--- src/verilog/stream_pkg.sv ---
// stream FIFO definitions shared by the queue, the top level and the testbench
`default_nettype none

package stream_pkg;

  // default queue depth, in entries
  localparam int unsigned FIFO_DEPTH = 4;

  // status flags reported by every FIFO and by the decoupling queue
  typedef struct packed {
    logic empty;                             // no entry stored
    logic full;                              // no free slot left
  } stream_flags_t;

endpackage

`default_nettype wire

--- src/verilog/tcdm_pkg.sv ---
// memory-port widths, word types and request/response structs for the core-to-bank path
`default_nettype none

package tcdm_pkg;

  localparam int unsigned ADDR_W     = 8;            // word address
  localparam int unsigned DATA_W     = 32;           // bus word
  localparam int unsigned BE_W       = DATA_W / 8;   // one enable per byte
  localparam int unsigned BANK_WORDS = 64;           // words in the bank
  localparam int unsigned BANK_AW    = $clog2(BANK_WORDS); // index bits into the bank

  typedef logic [ADDR_W-1:0]  tcdm_addr_t;
  typedef logic [DATA_W-1:0]  tcdm_data_t;
  typedef logic [BE_W-1:0]    tcdm_be_t;
  typedef logic [BANK_AW-1:0] tcdm_idx_t;            // low address bits that select a word

  // request beat, 45 bits
  typedef struct packed {
    tcdm_addr_t addr;                        // word address
    tcdm_data_t data;                        // write data, ignored on reads
    tcdm_be_t   be;                          // byte enables for writes
    logic       wen;                         // 1 read, 0 write
  } tcdm_req_t;

  // response beat, read data only
  typedef struct packed {
    tcdm_data_t r_data;
  } tcdm_rsp_t;

  // flat widths for the FIFO payloads
  localparam int unsigned REQ_W = $bits(tcdm_req_t);
  localparam int unsigned RSP_W = $bits(tcdm_rsp_t);

endpackage

`default_nettype wire

--- src/verilog/stream_fifo.sv ---
// registered circular-buffer FIFO with valid/ready ports, instantiated for requests and responses
`timescale 1ns/1ps
`default_nettype none

module stream_fifo #(
  parameter int unsigned DEPTH = stream_pkg::FIFO_DEPTH,
  parameter int unsigned WIDTH = 32
) (
  input  wire logic                  clk_i,
  input  wire logic                  rst_ni,
  input  wire logic                  clear_i,       // drops all entries
  input  wire logic                  push_valid_i,
  input  wire logic [WIDTH-1:0]      push_data_i,
  output logic                       push_ready_o,
  output logic                       pop_valid_o,
  output logic [WIDTH-1:0]           pop_data_o,
  input  wire logic                  pop_ready_i,
  output stream_pkg::stream_flags_t  flags_o
);

  localparam int unsigned PTR_W = (DEPTH > 1) ? $clog2(DEPTH) : 1;
  localparam int unsigned CNT_W = $clog2(DEPTH + 1);

  typedef logic [PTR_W-1:0] ptr_t;
  typedef logic [CNT_W-1:0] cnt_t;

  logic [WIDTH-1:0] mem_q [DEPTH];                   // payload storage, no reset
  ptr_t             wr_ptr_q, rd_ptr_q;
  cnt_t             count_q;
  logic             push_ok, pop_ok;

  assign flags_o.empty = (count_q == '0);
  assign flags_o.full  = (count_q == cnt_t'(DEPTH));
  assign push_ready_o  = ~flags_o.full;
  assign pop_valid_o   = ~flags_o.empty;
  assign pop_data_o    = mem_q[rd_ptr_q];            // head entry, registered

  assign push_ok = push_valid_i & push_ready_o;
  assign pop_ok  = pop_valid_o & pop_ready_i;

  // pointers and occupancy
  always_ff @(posedge clk_i or negedge rst_ni) begin
    if (!rst_ni) begin
      wr_ptr_q <= '0;
      rd_ptr_q <= '0;
      count_q  <= '0;
    end else if (clear_i) begin
      wr_ptr_q <= '0;
      rd_ptr_q <= '0;
      count_q  <= '0;
    end else begin
      if (push_ok) begin
        wr_ptr_q <= (wr_ptr_q == ptr_t'(DEPTH - 1)) ? '0 : wr_ptr_q + 1'b1; // wrap
      end
      if (pop_ok) begin
        rd_ptr_q <= (rd_ptr_q == ptr_t'(DEPTH - 1)) ? '0 : rd_ptr_q + 1'b1;
      end
      case ({push_ok, pop_ok})
        2'b10:   count_q <= count_q + 1'b1;
        2'b01:   count_q <= count_q - 1'b1;
        default: count_q <= count_q;         // idle or push and pop together
      endcase
    end
  end

  // write port, entry shows at the pop side one cycle later
  always_ff @(posedge clk_i) begin
    if (push_ok && !clear_i) begin
      mem_q[wr_ptr_q] <= push_data_i;
    end
  end

  // occupancy bound
  a_count_bound: assert property (
    @(posedge clk_i) disable iff (!rst_ni)
    count_q <= cnt_t'(DEPTH)
  ) else $error("stream_fifo occupancy above depth");

  // a stalled head entry may not change or vanish
  a_pop_stable: assert property (
    @(posedge clk_i) disable iff (!rst_ni)
    (pop_valid_o && !pop_ready_i && !clear_i) |=> (pop_valid_o && $stable(pop_data_o))
  ) else $error("stream_fifo pop data changed while stalled");

endmodule

`default_nettype wire

--- src/verilog/tcdm_fifo.sv ---
// decoupling queue between a core memory port and a bank: request FIFO, response FIFO and skid
`timescale 1ns/1ps
`default_nettype none

module tcdm_fifo #(
  parameter int unsigned DEPTH = stream_pkg::FIFO_DEPTH
) (
  input  wire logic                  clk_i,
  input  wire logic                  rst_ni,
  input  wire logic                  clear_i,       // empties both FIFOs and the skid
  // core side
  input  wire logic                  core_req_i,
  input  wire tcdm_pkg::tcdm_req_t   core_data_i,
  output logic                       core_gnt_o,
  output logic                       core_rvalid_o,
  output tcdm_pkg::tcdm_rsp_t        core_rdata_o,
  input  wire logic                  core_lrdy_i,
  // bank side
  output logic                       bank_req_o,
  output tcdm_pkg::tcdm_req_t        bank_data_o,
  input  wire logic                  bank_gnt_i,
  input  wire logic                  bank_rvalid_i,
  input  wire tcdm_pkg::tcdm_rsp_t   bank_rdata_i,
  output stream_pkg::stream_flags_t  flags_o
);

  stream_pkg::stream_flags_t flags_out, flags_in;

  logic [tcdm_pkg::REQ_W-1:0] out_pop_data;          // flat request at the FIFO head
  logic                       out_pop_valid;
  logic [tcdm_pkg::RSP_W-1:0] in_pop_data;           // flat response at the FIFO head
  logic                       in_push_valid;
  logic                       in_push_ready;         // incoming FIFO can take a beat
  tcdm_pkg::tcdm_rsp_t        in_push_data;

  logic                       skid_valid_q;          // a response is parked
  tcdm_pkg::tcdm_rsp_t        skid_data_q;           // last response seen from the bank

  // outgoing stream, core req/gnt map onto push valid/ready
  stream_fifo #(
    .DEPTH ( DEPTH           ),
    .WIDTH ( tcdm_pkg::REQ_W )
  ) u_fifo_outgoing (
    .clk_i        ( clk_i         ),
    .rst_ni       ( rst_ni        ),
    .clear_i      ( clear_i       ),
    .push_valid_i ( core_req_i    ),
    .push_data_i  ( core_data_i   ),
    .push_ready_o ( core_gnt_o    ),
    .pop_valid_o  ( out_pop_valid ),
    .pop_data_o   ( out_pop_data  ),
    .pop_ready_i  ( bank_gnt_i    ),       // bank only grants what it was offered
    .flags_o      ( flags_out     )
  );

  assign bank_data_o = tcdm_pkg::tcdm_req_t'(out_pop_data);
  // hold requests back while there is no room for the answer
  assign bank_req_o  = out_pop_valid & in_push_ready;

  // incoming stream, fed by the live response or the parked one
  assign in_push_valid = bank_rvalid_i | skid_valid_q;
  assign in_push_data  = skid_valid_q ? skid_data_q : bank_rdata_i; // parked beat is older

  always_ff @(posedge clk_i or negedge rst_ni) begin
    if (!rst_ni) begin
      skid_valid_q <= 1'b0;
    end else if (clear_i) begin
      skid_valid_q <= 1'b0;
    end else if (in_push_ready) begin
      skid_valid_q <= 1'b0;                  // FIFO takes whatever is offered
    end else if (bank_rvalid_i) begin
      skid_valid_q <= 1'b1;                  // response arrived into a full FIFO
    end
  end

  always_ff @(posedge clk_i) begin
    if (bank_rvalid_i) begin
      skid_data_q <= bank_rdata_i;           // keep the newest beat until it is taken
    end
  end

  stream_fifo #(
    .DEPTH ( DEPTH           ),
    .WIDTH ( tcdm_pkg::RSP_W )
  ) u_fifo_incoming (
    .clk_i        ( clk_i         ),
    .rst_ni       ( rst_ni        ),
    .clear_i      ( clear_i       ),
    .push_valid_i ( in_push_valid ),
    .push_data_i  ( in_push_data  ),
    .push_ready_o ( in_push_ready ),
    .pop_valid_o  ( core_rvalid_o ),
    .pop_data_o   ( in_pop_data   ),
    .pop_ready_i  ( core_lrdy_i   ),       // core level-ready is the only back-pressure
    .flags_o      ( flags_in      )
  );

  assign core_rdata_o = tcdm_pkg::tcdm_rsp_t'(in_pop_data);

  assign flags_o.empty = flags_out.empty & flags_in.empty;
  assign flags_o.full  = flags_out.full;   // full seen from the core side

  // the bank answers only what the queue offers, so the room check on req is enough
  a_gnt_needs_req: assert property (
    @(posedge clk_i) disable iff (!rst_ni)
    bank_gnt_i |-> bank_req_o
  ) else $error("tcdm_fifo bank grant without request");

endmodule

`default_nettype wire

--- src/verilog/tcdm_bank.sv ---
// single memory bank model with byte-enable writes, one-cycle read data and a stall level
`timescale 1ns/1ps
`default_nettype none

module tcdm_bank (
  input  wire logic                 clk_i,
  input  wire logic                 rst_ni,
  input  wire logic                 stall_i,         // withholds grants while high
  input  wire logic                 req_i,
  input  wire tcdm_pkg::tcdm_req_t  data_i,
  output logic                      gnt_o,
  output logic                      rvalid_o,
  output tcdm_pkg::tcdm_rsp_t       rdata_o
);

  tcdm_pkg::tcdm_data_t mem_q [tcdm_pkg::BANK_WORDS]; // word storage
  tcdm_pkg::tcdm_idx_t  idx;
  tcdm_pkg::tcdm_data_t rdata_q;                     // read word, no reset
  logic                 rvalid_q;
  logic                 rd_go, wr_go;

  assign gnt_o = req_i & ~stall_i;                   // same-cycle grant
  assign idx   = data_i.addr[tcdm_pkg::BANK_AW-1:0]; // upper address bits ignored
  assign rd_go = gnt_o & data_i.wen;
  assign wr_go = gnt_o & ~data_i.wen;

  // byte-wise write under the enables
  always_ff @(posedge clk_i or negedge rst_ni) begin
    if (!rst_ni) begin
      mem_q <= '{default: '0};
    end else if (wr_go) begin
      for (int b = 0; b < tcdm_pkg::BE_W; b++) begin
        if (data_i.be[b]) begin
          mem_q[idx][b*8 +: 8] <= data_i.data[b*8 +: 8];
        end
      end
    end
  end

  // read data captured at the grant edge
  always_ff @(posedge clk_i) begin
    if (rd_go) begin
      rdata_q <= mem_q[idx];
    end
  end

  always_ff @(posedge clk_i or negedge rst_ni) begin
    if (!rst_ni) begin
      rvalid_q <= 1'b0;
    end else begin
      rvalid_q <= rd_go;                     // writes never answer
    end
  end

  assign rvalid_o       = rvalid_q;
  assign rdata_o.r_data = rdata_q;

  // each response pairs with a read granted one cycle earlier
  a_rvalid_after_read: assert property (
    @(posedge clk_i) disable iff (!rst_ni)
    rvalid_o |-> $past(req_i && !stall_i && data_i.wen)
  ) else $error("tcdm_bank response without granted read");

endmodule

`default_nettype wire

--- src/verilog/tcdm_subsystem.sv ---
// top level joining the decoupling queue to one memory bank, driven by a core-side port
`timescale 1ns/1ps
`default_nettype none

module tcdm_subsystem (
  input  wire logic                  clk_i,
  input  wire logic                  rst_ni,
  input  wire logic                  clear_i,
  input  wire logic                  core_req_i,
  input  wire tcdm_pkg::tcdm_req_t   core_data_i,
  output logic                       core_gnt_o,
  output logic                       core_rvalid_o,
  output tcdm_pkg::tcdm_rsp_t        core_rdata_o,
  input  wire logic                  core_lrdy_i,
  input  wire logic                  bank_stall_i,   // back-pressure from outside
  output stream_pkg::stream_flags_t  flags_o
);

  logic                bank_req, bank_gnt, bank_rvalid;
  tcdm_pkg::tcdm_req_t bank_data;
  tcdm_pkg::tcdm_rsp_t bank_rdata;

  tcdm_fifo #(
    .DEPTH ( stream_pkg::FIFO_DEPTH )
  ) u_tcdm_fifo (
    .clk_i         ( clk_i         ),
    .rst_ni        ( rst_ni        ),
    .clear_i       ( clear_i       ),
    .core_req_i    ( core_req_i    ),
    .core_data_i   ( core_data_i   ),
    .core_gnt_o    ( core_gnt_o    ),
    .core_rvalid_o ( core_rvalid_o ),
    .core_rdata_o  ( core_rdata_o  ),
    .core_lrdy_i   ( core_lrdy_i   ),
    .bank_req_o    ( bank_req      ),
    .bank_data_o   ( bank_data     ),
    .bank_gnt_i    ( bank_gnt      ),
    .bank_rvalid_i ( bank_rvalid   ),
    .bank_rdata_i  ( bank_rdata    ),
    .flags_o       ( flags_o       )
  );

  tcdm_bank u_tcdm_bank (
    .clk_i    ( clk_i        ),
    .rst_ni   ( rst_ni       ),
    .stall_i  ( bank_stall_i ),
    .req_i    ( bank_req     ),
    .data_i   ( bank_data    ),
    .gnt_o    ( bank_gnt     ),
    .rvalid_o ( bank_rvalid  ),
    .rdata_o  ( bank_rdata   )
  );

endmodule

`default_nettype wire

--- config.mk ---
export PLATFORM = sky130hd
export DESIGN_NAME = tcdm_subsystem
export DESIGN_NICKNAME = d
export VERILOG_FILES = /design/src/verilog/stream_pkg.sv /design/src/verilog/tcdm_pkg.sv /design/src/verilog/stream_fifo.sv /design/src/verilog/tcdm_fifo.sv /design/src/verilog/tcdm_bank.sv /design/src/verilog/tcdm_subsystem.sv
export SDC_FILE = /design/constraint.sdc
export NUM_CORES = 2
export LEC_CHECK = 0
export ABC_AREA = 1
export BUFFER_PORTS_ARGS = -buffer_cell sky130_fd_sc_hd__buf_2
export CAP_MARGIN = 20
export CORE_AREA = 2 2 794 480
export CTS_CLUSTER_SIZE = 8
export DETAILED_ROUTE_END_ITERATION = 7
export DIE_AREA = 0 0 796 482
export PLACE_DENSITY = 0.4
export SLEW_MARGIN = 15
export SYNTH_ARGS = -nofsm -noshare
export SYNTH_HDL_FRONTEND = slang
export SYNTH_SLANG_ARGS = --single-unit
--- constraint.sdc ---
create_clock -name clk_i -period 7.9 [get_ports clk_i]
set_input_delay 0.395 -clock clk_i [delete_from_list [all_inputs] [get_ports clk_i]]
set_output_delay 0.395 -clock clk_i [all_outputs]
set_load 0.01 [all_outputs]
[Word-level counts from Yosys, hierarchy flattened]
Memories as Yosys holds them, arrays and structs flattened.
Cells that the tools add are included.
Word-level totals
  bits in registers: 2128
  output and inout bits: 36
  bits in writable memories: 308
  memories: 2
  input port bits: 51
Memories
  u_tcdm_fifo.u_fifo_outgoing.mem_q: depth 4, bits a word 45, read ports 1, clocked after Yosys merged registers in 0, write ports 1, line stream_fifo.sv:27  | logic [WIDTH-1:0] mem_q [DEPTH];
  u_tcdm_fifo.u_fifo_incoming.mem_q: depth 4, bits a word 32, read ports 1, clocked after Yosys merged registers in 0, write ports 1, line stream_fifo.sv:27
Operators by class
  add/sub/neg operators: 8
  order comparisons: 2
  bitwise gates (word level): 17
  reduce and logical (&&, ||, !) cells: 12
  equal/unequal tests: 11
  multiplexer cells: 46
Operators by type and width (number)
  $mux 2048: 7
  $bwmux 2048: 4
  $demux 32 s6: 4
  $bmux 32 s6: 1
  $mux 32: 4
  $mux 2: 12
  $mux 24: 1
  $mux 16: 1
  $eq 2x2->1 const B: 6
  $pmux 3 s2: 2
  $and 1x1->1: 9
  $add 2x1->2 const B: 4
  $mux 8: 1
  $reduce_bool 2->1: 4
  $ge 7x7->1 const B: 1
  $lt 7x1->1 const B: 1
  $mux 1: 7
  $not 6->7: 1
  $add 3x1->3 const B: 2
  $eq 3x3->1 const B: 2
  $logic_not 3->1: 2
  $mux 3: 2
  $not 1->1: 6
  $reduce_bool 3->1: 2
  other kinds (6): 10

[Logic depth before layout (Yosys ltp)]
An unclocked memory read counts as a cell.
  depth in word-level cells: 17
  depth in mapped cells: 19

[By module]
Synthesis repeated with hierarchy kept, for this count alone.
Second synthesis, totals
  cells, all modules: 14328
  area, all modules: 111607.0 µm²
Modules (own cells, without submodules)
  tcdm_bank: times used 1, seq. area each 52235.1 µm², area an instance 97547.3 µm², cells each 13302
  stream_fifo at u_tcdm_fifo.u_fifo_outgoing: times used 1, seq. area each 5580.4 µm², area an instance 7145.6 µm², cells each 501
  stream_fifo at u_tcdm_fifo.u_fifo_incoming: times used 1, seq. area each 4018.9 µm², area an instance 5426.5 µm², cells each 378
  tcdm_fifo: times used 1, seq. area each 985.9 µm², area an instance 1487.7 µm², cells each 147

[Worst setup path after synthesis]
No wires, ideal clock.
  kind: register to register
  from: reg u_tcdm_fifo.u_fifo_outgoing.count_q[2]
  to: mem u_tcdm_fifo.u_fifo_outgoing.mem_q[0][0] in the netlist's numbering, enable pin
  buffers on the path: 0
  stages on the path, launching flop included: 8
  period minus slack after synthesis: 3274 ps
  required time: 7457 ps
  slack: 4626 ps
  arrival time: 2831 ps
  library setup time: 443 ps
  path through: dfrtp_1 -> inv_1 -> nor3_1 -> inv_1 -> nand2_1 -> nor2_1 -> inv_1 -> nor2_1
RTL lines
  start: declaration: line stream_fifo.sv:29  | cnt_t count_q;
  start signal: assignment: line stream_fifo.sv:59  | 2'b10: count_q <= count_q + 1'b1;
  start signal: assignment: line stream_fifo.sv:60  | 2'b01: count_q <= count_q - 1'b1;
  start signal: assignment: line stream_fifo.sv:61  | default: count_q <= count_q;
  end: declaration: line stream_fifo.sv:27

[Worst setup path after layout]
  from: reg u_tcdm_fifo.u_fifo_outgoing.rd_ptr_q[0]
  to: reg u_tcdm_bank.mem_q[1718] in the netlist's numbering
Between the ends
  word-level cells in the longest chain between the ends: 14
  elaborated cells between the ends (all ways): 23
RTL lines
  start: declaration: line stream_fifo.sv:28  | ptr_t wr_ptr_q, rd_ptr_q;
  start signal: assignment: line stream_fifo.sv:56  | rd_ptr_q <= (rd_ptr_q == ptr_t'(DEPTH - 1)) ? '0 : rd_ptr_q + 1'b1;
  $mem_v2 4x45 (*)
  parallel branches: the longest is 13 deep, another holds $ge 7x7->1
  end signal: indexed assignment: line tcdm_bank.sv:34  | mem_q[idx][b*8 +: 8] <= data_i.data[b*8 +: 8];
  end: declaration: line tcdm_bank.sv:16  | tcdm_pkg::tcdm_data_t mem_q [tcdm_pkg::BANK_WORDS];
Mark *: on every way between the ends. The select of a mux whose other input is x is not followed.
A chain may end at the register's enable or synchronous reset.

==> flow_summary_export.csv <==
group,metric,value,unit
routing,vias_per_cell,4.90,
run_status,status,"finished, violations left",
clock_tree,clk_pin_slew,0.05,ns
clock_tree,clk_latency,0.93,ns
worst_setup_path,crit_path_end_kind,"flop",
floorplan,dieWidth,796,µm
grt,grt_max_degree,179,
floorplan,initial_core_util,29.8,%
routing,drc,0,
clock_tree,cts_buffer_depth,4,
synthesis,synthesis.nets,14500,
sta,drv_slew,79,
routing,vias,93900,
power,leakage,60.9,nW
synthesis,synthTopCellsByArea,"dfrtp_1 (46%), nand2_1 (24%), edfxtp_1 (9.7%)",
floorplan,rows,175,
grt,grt_pass1_vias,90300,
clock_tree,cts_tree,"yes",
synthesis,yosys_warnings,0,
place,port_buffers,84,
worst_setup_path,required,8.69,ns
routing,dr.pass1.iters,7,
synthesis,synth_top_family_by_area,"simple AND/OR/NAND/NOR gates",
power,clkPwrFrac,28.9,%
synthesis,synth-simple-area-share,30.0,%
floorplan,io_pins,87,
power,p_int,27.5,mW
grt,overflow,0,
synthesis,synth-seq-cells,2428,
synthesis,synth-seq-area-share,55.6,%
grt,grt_pass1_wl,655,mm
routing,drt_iter0_markers,8892,
grt,grt.busiest_layer,"met1",
cells_and_area,final_cell_mix,"nand2_1 (7302), dfrtp_1 (2061), o21ai_0 (1733)",
sta,period_needed,5.94,ns
worst_setup_path,setup.worst_path.start_class,"flop",
cells_and_area,drive_gt1_share,5.66,%
place,place_hpwl,265,mm
routing,routed_wl,441,mm
place,dp_cells,18700,
synthesis,synth_area_per_cell,7.79,µm²
sta,hold_viol,0,
synthesis,yosys.area.top_type,"dfrtp_1",
power,ir_worst_vdd,0.000403,V
grt,use_met3,4.45,%
floorplan,die_h,482,µm
synthesis,syn_area,112000,µm²
sta,rsz0062_at_grt,"false",
grt,met1_usage,35.7,%
synthesis,synth_fa_ha_area_share,0.147,%
sta,setup_tns,0,ns
synthesis,synth_xor_area_share,0.0234,%
clock_tree,cts.repair.resized,0,
worst_setup_path,arrival,6.72,ns
clock_tree,cts_hold_buf,51,
cells_and_area,fin_util,33.8,%
sta,setup_violations,0,
hold_path,hold_class,"in2reg",
sta,fin_crit_sh,75.2,%
sta,fin_skew,0.0636,ns
power,p_comb_share,33.7,%
grt,grt_util_all_layers,22.6,%
clock_tree,cts_sinks,2428,
cells_and_area,instances_no_fill,19200,
synthesis,synth_cells,14400,
synthesis,synth_compound_area_share,10.2,%
clock_tree,root_buffer,"clkbuf_16",
power,swShare,41.8,%
floorplan,die-area,384000,µm²
floorplan,core,377000,µm²
synthesis,synth.area.mux_share,0,%
routing,wl_per_cell,23.0,µm
synthesis,synth_top_area_share,45.9,%
clock_tree,cts.htree.levels,5,
sta,maxSlewHeadroom,-4.87,%
cells_and_area,final_nets,14100,
cells_and_area,final_common_cell,"nand2_1",
synthesis,ys_types,36,
cells_and_area,areaGrowthSynthToFinish,13.3,%
run_status,violations,"slew limit",
worst_setup_path,cp_max_fo,53,
grt,grtUsageMet2,31.8,%
worst_setup_path,path_class,"reg2reg",
place,globalplace.congestion,0.815,
clock_tree,post_cts_buffers,0,
power,seqPwrFrac,37.4,%
routing,antenna_left,0,
sta,worstMarginPinSlew,1.57,ns
sta,fmax,168,MHz
clock_tree,numCtsBuffers,345,
job,cap_violations,0,
grt,antenna_found_initial,24,
cells_and_area,n_fill_cell,40100,
power,switchingPower,19.8,mW
power,cellPowerDensity,371,nW/µm²
## layout make-up
cell class              instances  area, µm²  area share [%]
flip-flops and latches       2428      62600            49.1
clock buffers                 415       9040            7.10
inverters                      67        254           0.199
clock inverters                15        186           0.146
repair buffers                348       3030            2.38
well taps                    5044       6310            4.95
multi-input cells           10800      46000            36.1
diodes                         13       32.5          0.0255
## Yosys cell counts, drive strengths merged
cell type / count
nand3: 1018
nor3: 4
edfxtp: 364
or2: 3
nand3b: 4
nand2: 7326
xnor2: 2
nor4: 1
buf: 206
inv: 67
o21ai: 2139
nor2: 233
a31oi: 1
ha: 10
o22ai: 33
dfrtp: 2064
a21oi: 38
o2bb2ai: 1
fa: 2
clkbuf: 880
xor2: 1
a32o: 33
## critical path, stage by stage, from the launching register on
cell and delay (ns):
dfrtp_4 0.85, inv_2 0.44, nand2_1 0.21, nand3_4 0.65
nand2_8 0.70, buf_4 0.38, nand2_1 0.27, nor2_1 1.03
nand2_1 0.73, o21ai_0 0.35
## cell families (layout without fill, tap and decap cells)
family,after synthesis,count (layout)
simple gates,8589,8589
flops,2428,2428
compound gates,2245,2245
buf+inv,1153,845
fa+ha+maj,12,12
xor+xnor,3,3
other cells,0,13
## final timing paths
kind,start,to,slack [ns],cells past startpoint
max in group asynchronous,rst_ni,u_tcdm_bank.mem_q[516],5.39,5
max,u_tcdm_fifo.u_fifo_outgoing.rd_ptr_q[0],u_tcdm_bank.mem_q[1718],1.96,9
max reg2reg,u_tcdm_fifo.u_fifo_outgoing.rd_ptr_q[0],u_tcdm_bank.mem_q[1718],1.96,9
min,core_data_i[5],u_tcdm_fifo.u_fifo_outgoing.mem_q[0][5],0.23,2
min in group asynchronous,rst_ni,u_tcdm_fifo.u_fifo_outgoing.count_q[1],0.51,3
min reg2reg,u_tcdm_bank.rdata_o[8],u_tcdm_fifo.skid_data_q[8],0.43,0
## per-stage QoR
stage | power [mW] | hold WS, ns | area, µm² | worst slack, ns
final | 47.3 | 0.226 | 127000 | 1.96
after detailed placement | 33.8 | 0.343 | 118000 | 2.09
after global placement | 33.9 | 0.348 | 117000 | 2.06
after global routing | 50.2 | 0.194 | 127000 | 1.65
after CTS | 47.7 | 0.153 | 127000 | 2.06
after floorplan | 26.8 | 0.0994 | 112000 | 4.63
## power by group through the flow
| stage | clock network (mW) | logic [mW] | registers, mW |
|---|---|---|---|
| final | 13.7 | 15.9 | 17.7 |
| after global routing | 14.5 | 17.6 | 18.1 |
| after CTS | 14.0 | 16.1 | 17.7 |
| after detailed placement | 0 | 16.0 | 17.8 |
| after global placement | 0 | 16.0 | 17.9 |
| after floorplan | 0 | 9.40 | 17.4 |
## sequential cells by signal, summed over array words and instances, names as in the netlist
name                                  flops
u_tcdm_fifo.u_fifo_incoming.count_q       3
u_tcdm_bank.rdata_o                      32
u_tcdm_bank.mem_q                      2048
u_tcdm_fifo.skid_valid_q                  1
u_tcdm_fifo.u_fifo_outgoing.wr_ptr_q      2
u_tcdm_fifo.u_fifo_outgoing.count_q       3
u_tcdm_fifo.skid_data_q                  32
u_tcdm_bank.rvalid_o                      1
u_tcdm_fifo.u_fifo_incoming.rd_ptr_q      2
u_tcdm_fifo.u_fifo_incoming.wr_ptr_q      2
u_tcdm_fifo.u_fifo_incoming.mem_q       128
u_tcdm_fifo.u_fifo_outgoing.mem_q       172
u_tcdm_fifo.u_fifo_outgoing.rd_ptr_q      2
## metal layers
layer,up-vias,routed length [µm]
met4,16,8730
li1,45600,-
met5,-,391
met1,45600,228000
met3,479,27600
met2,2253,176000
(Power assumes the default switching activity.)
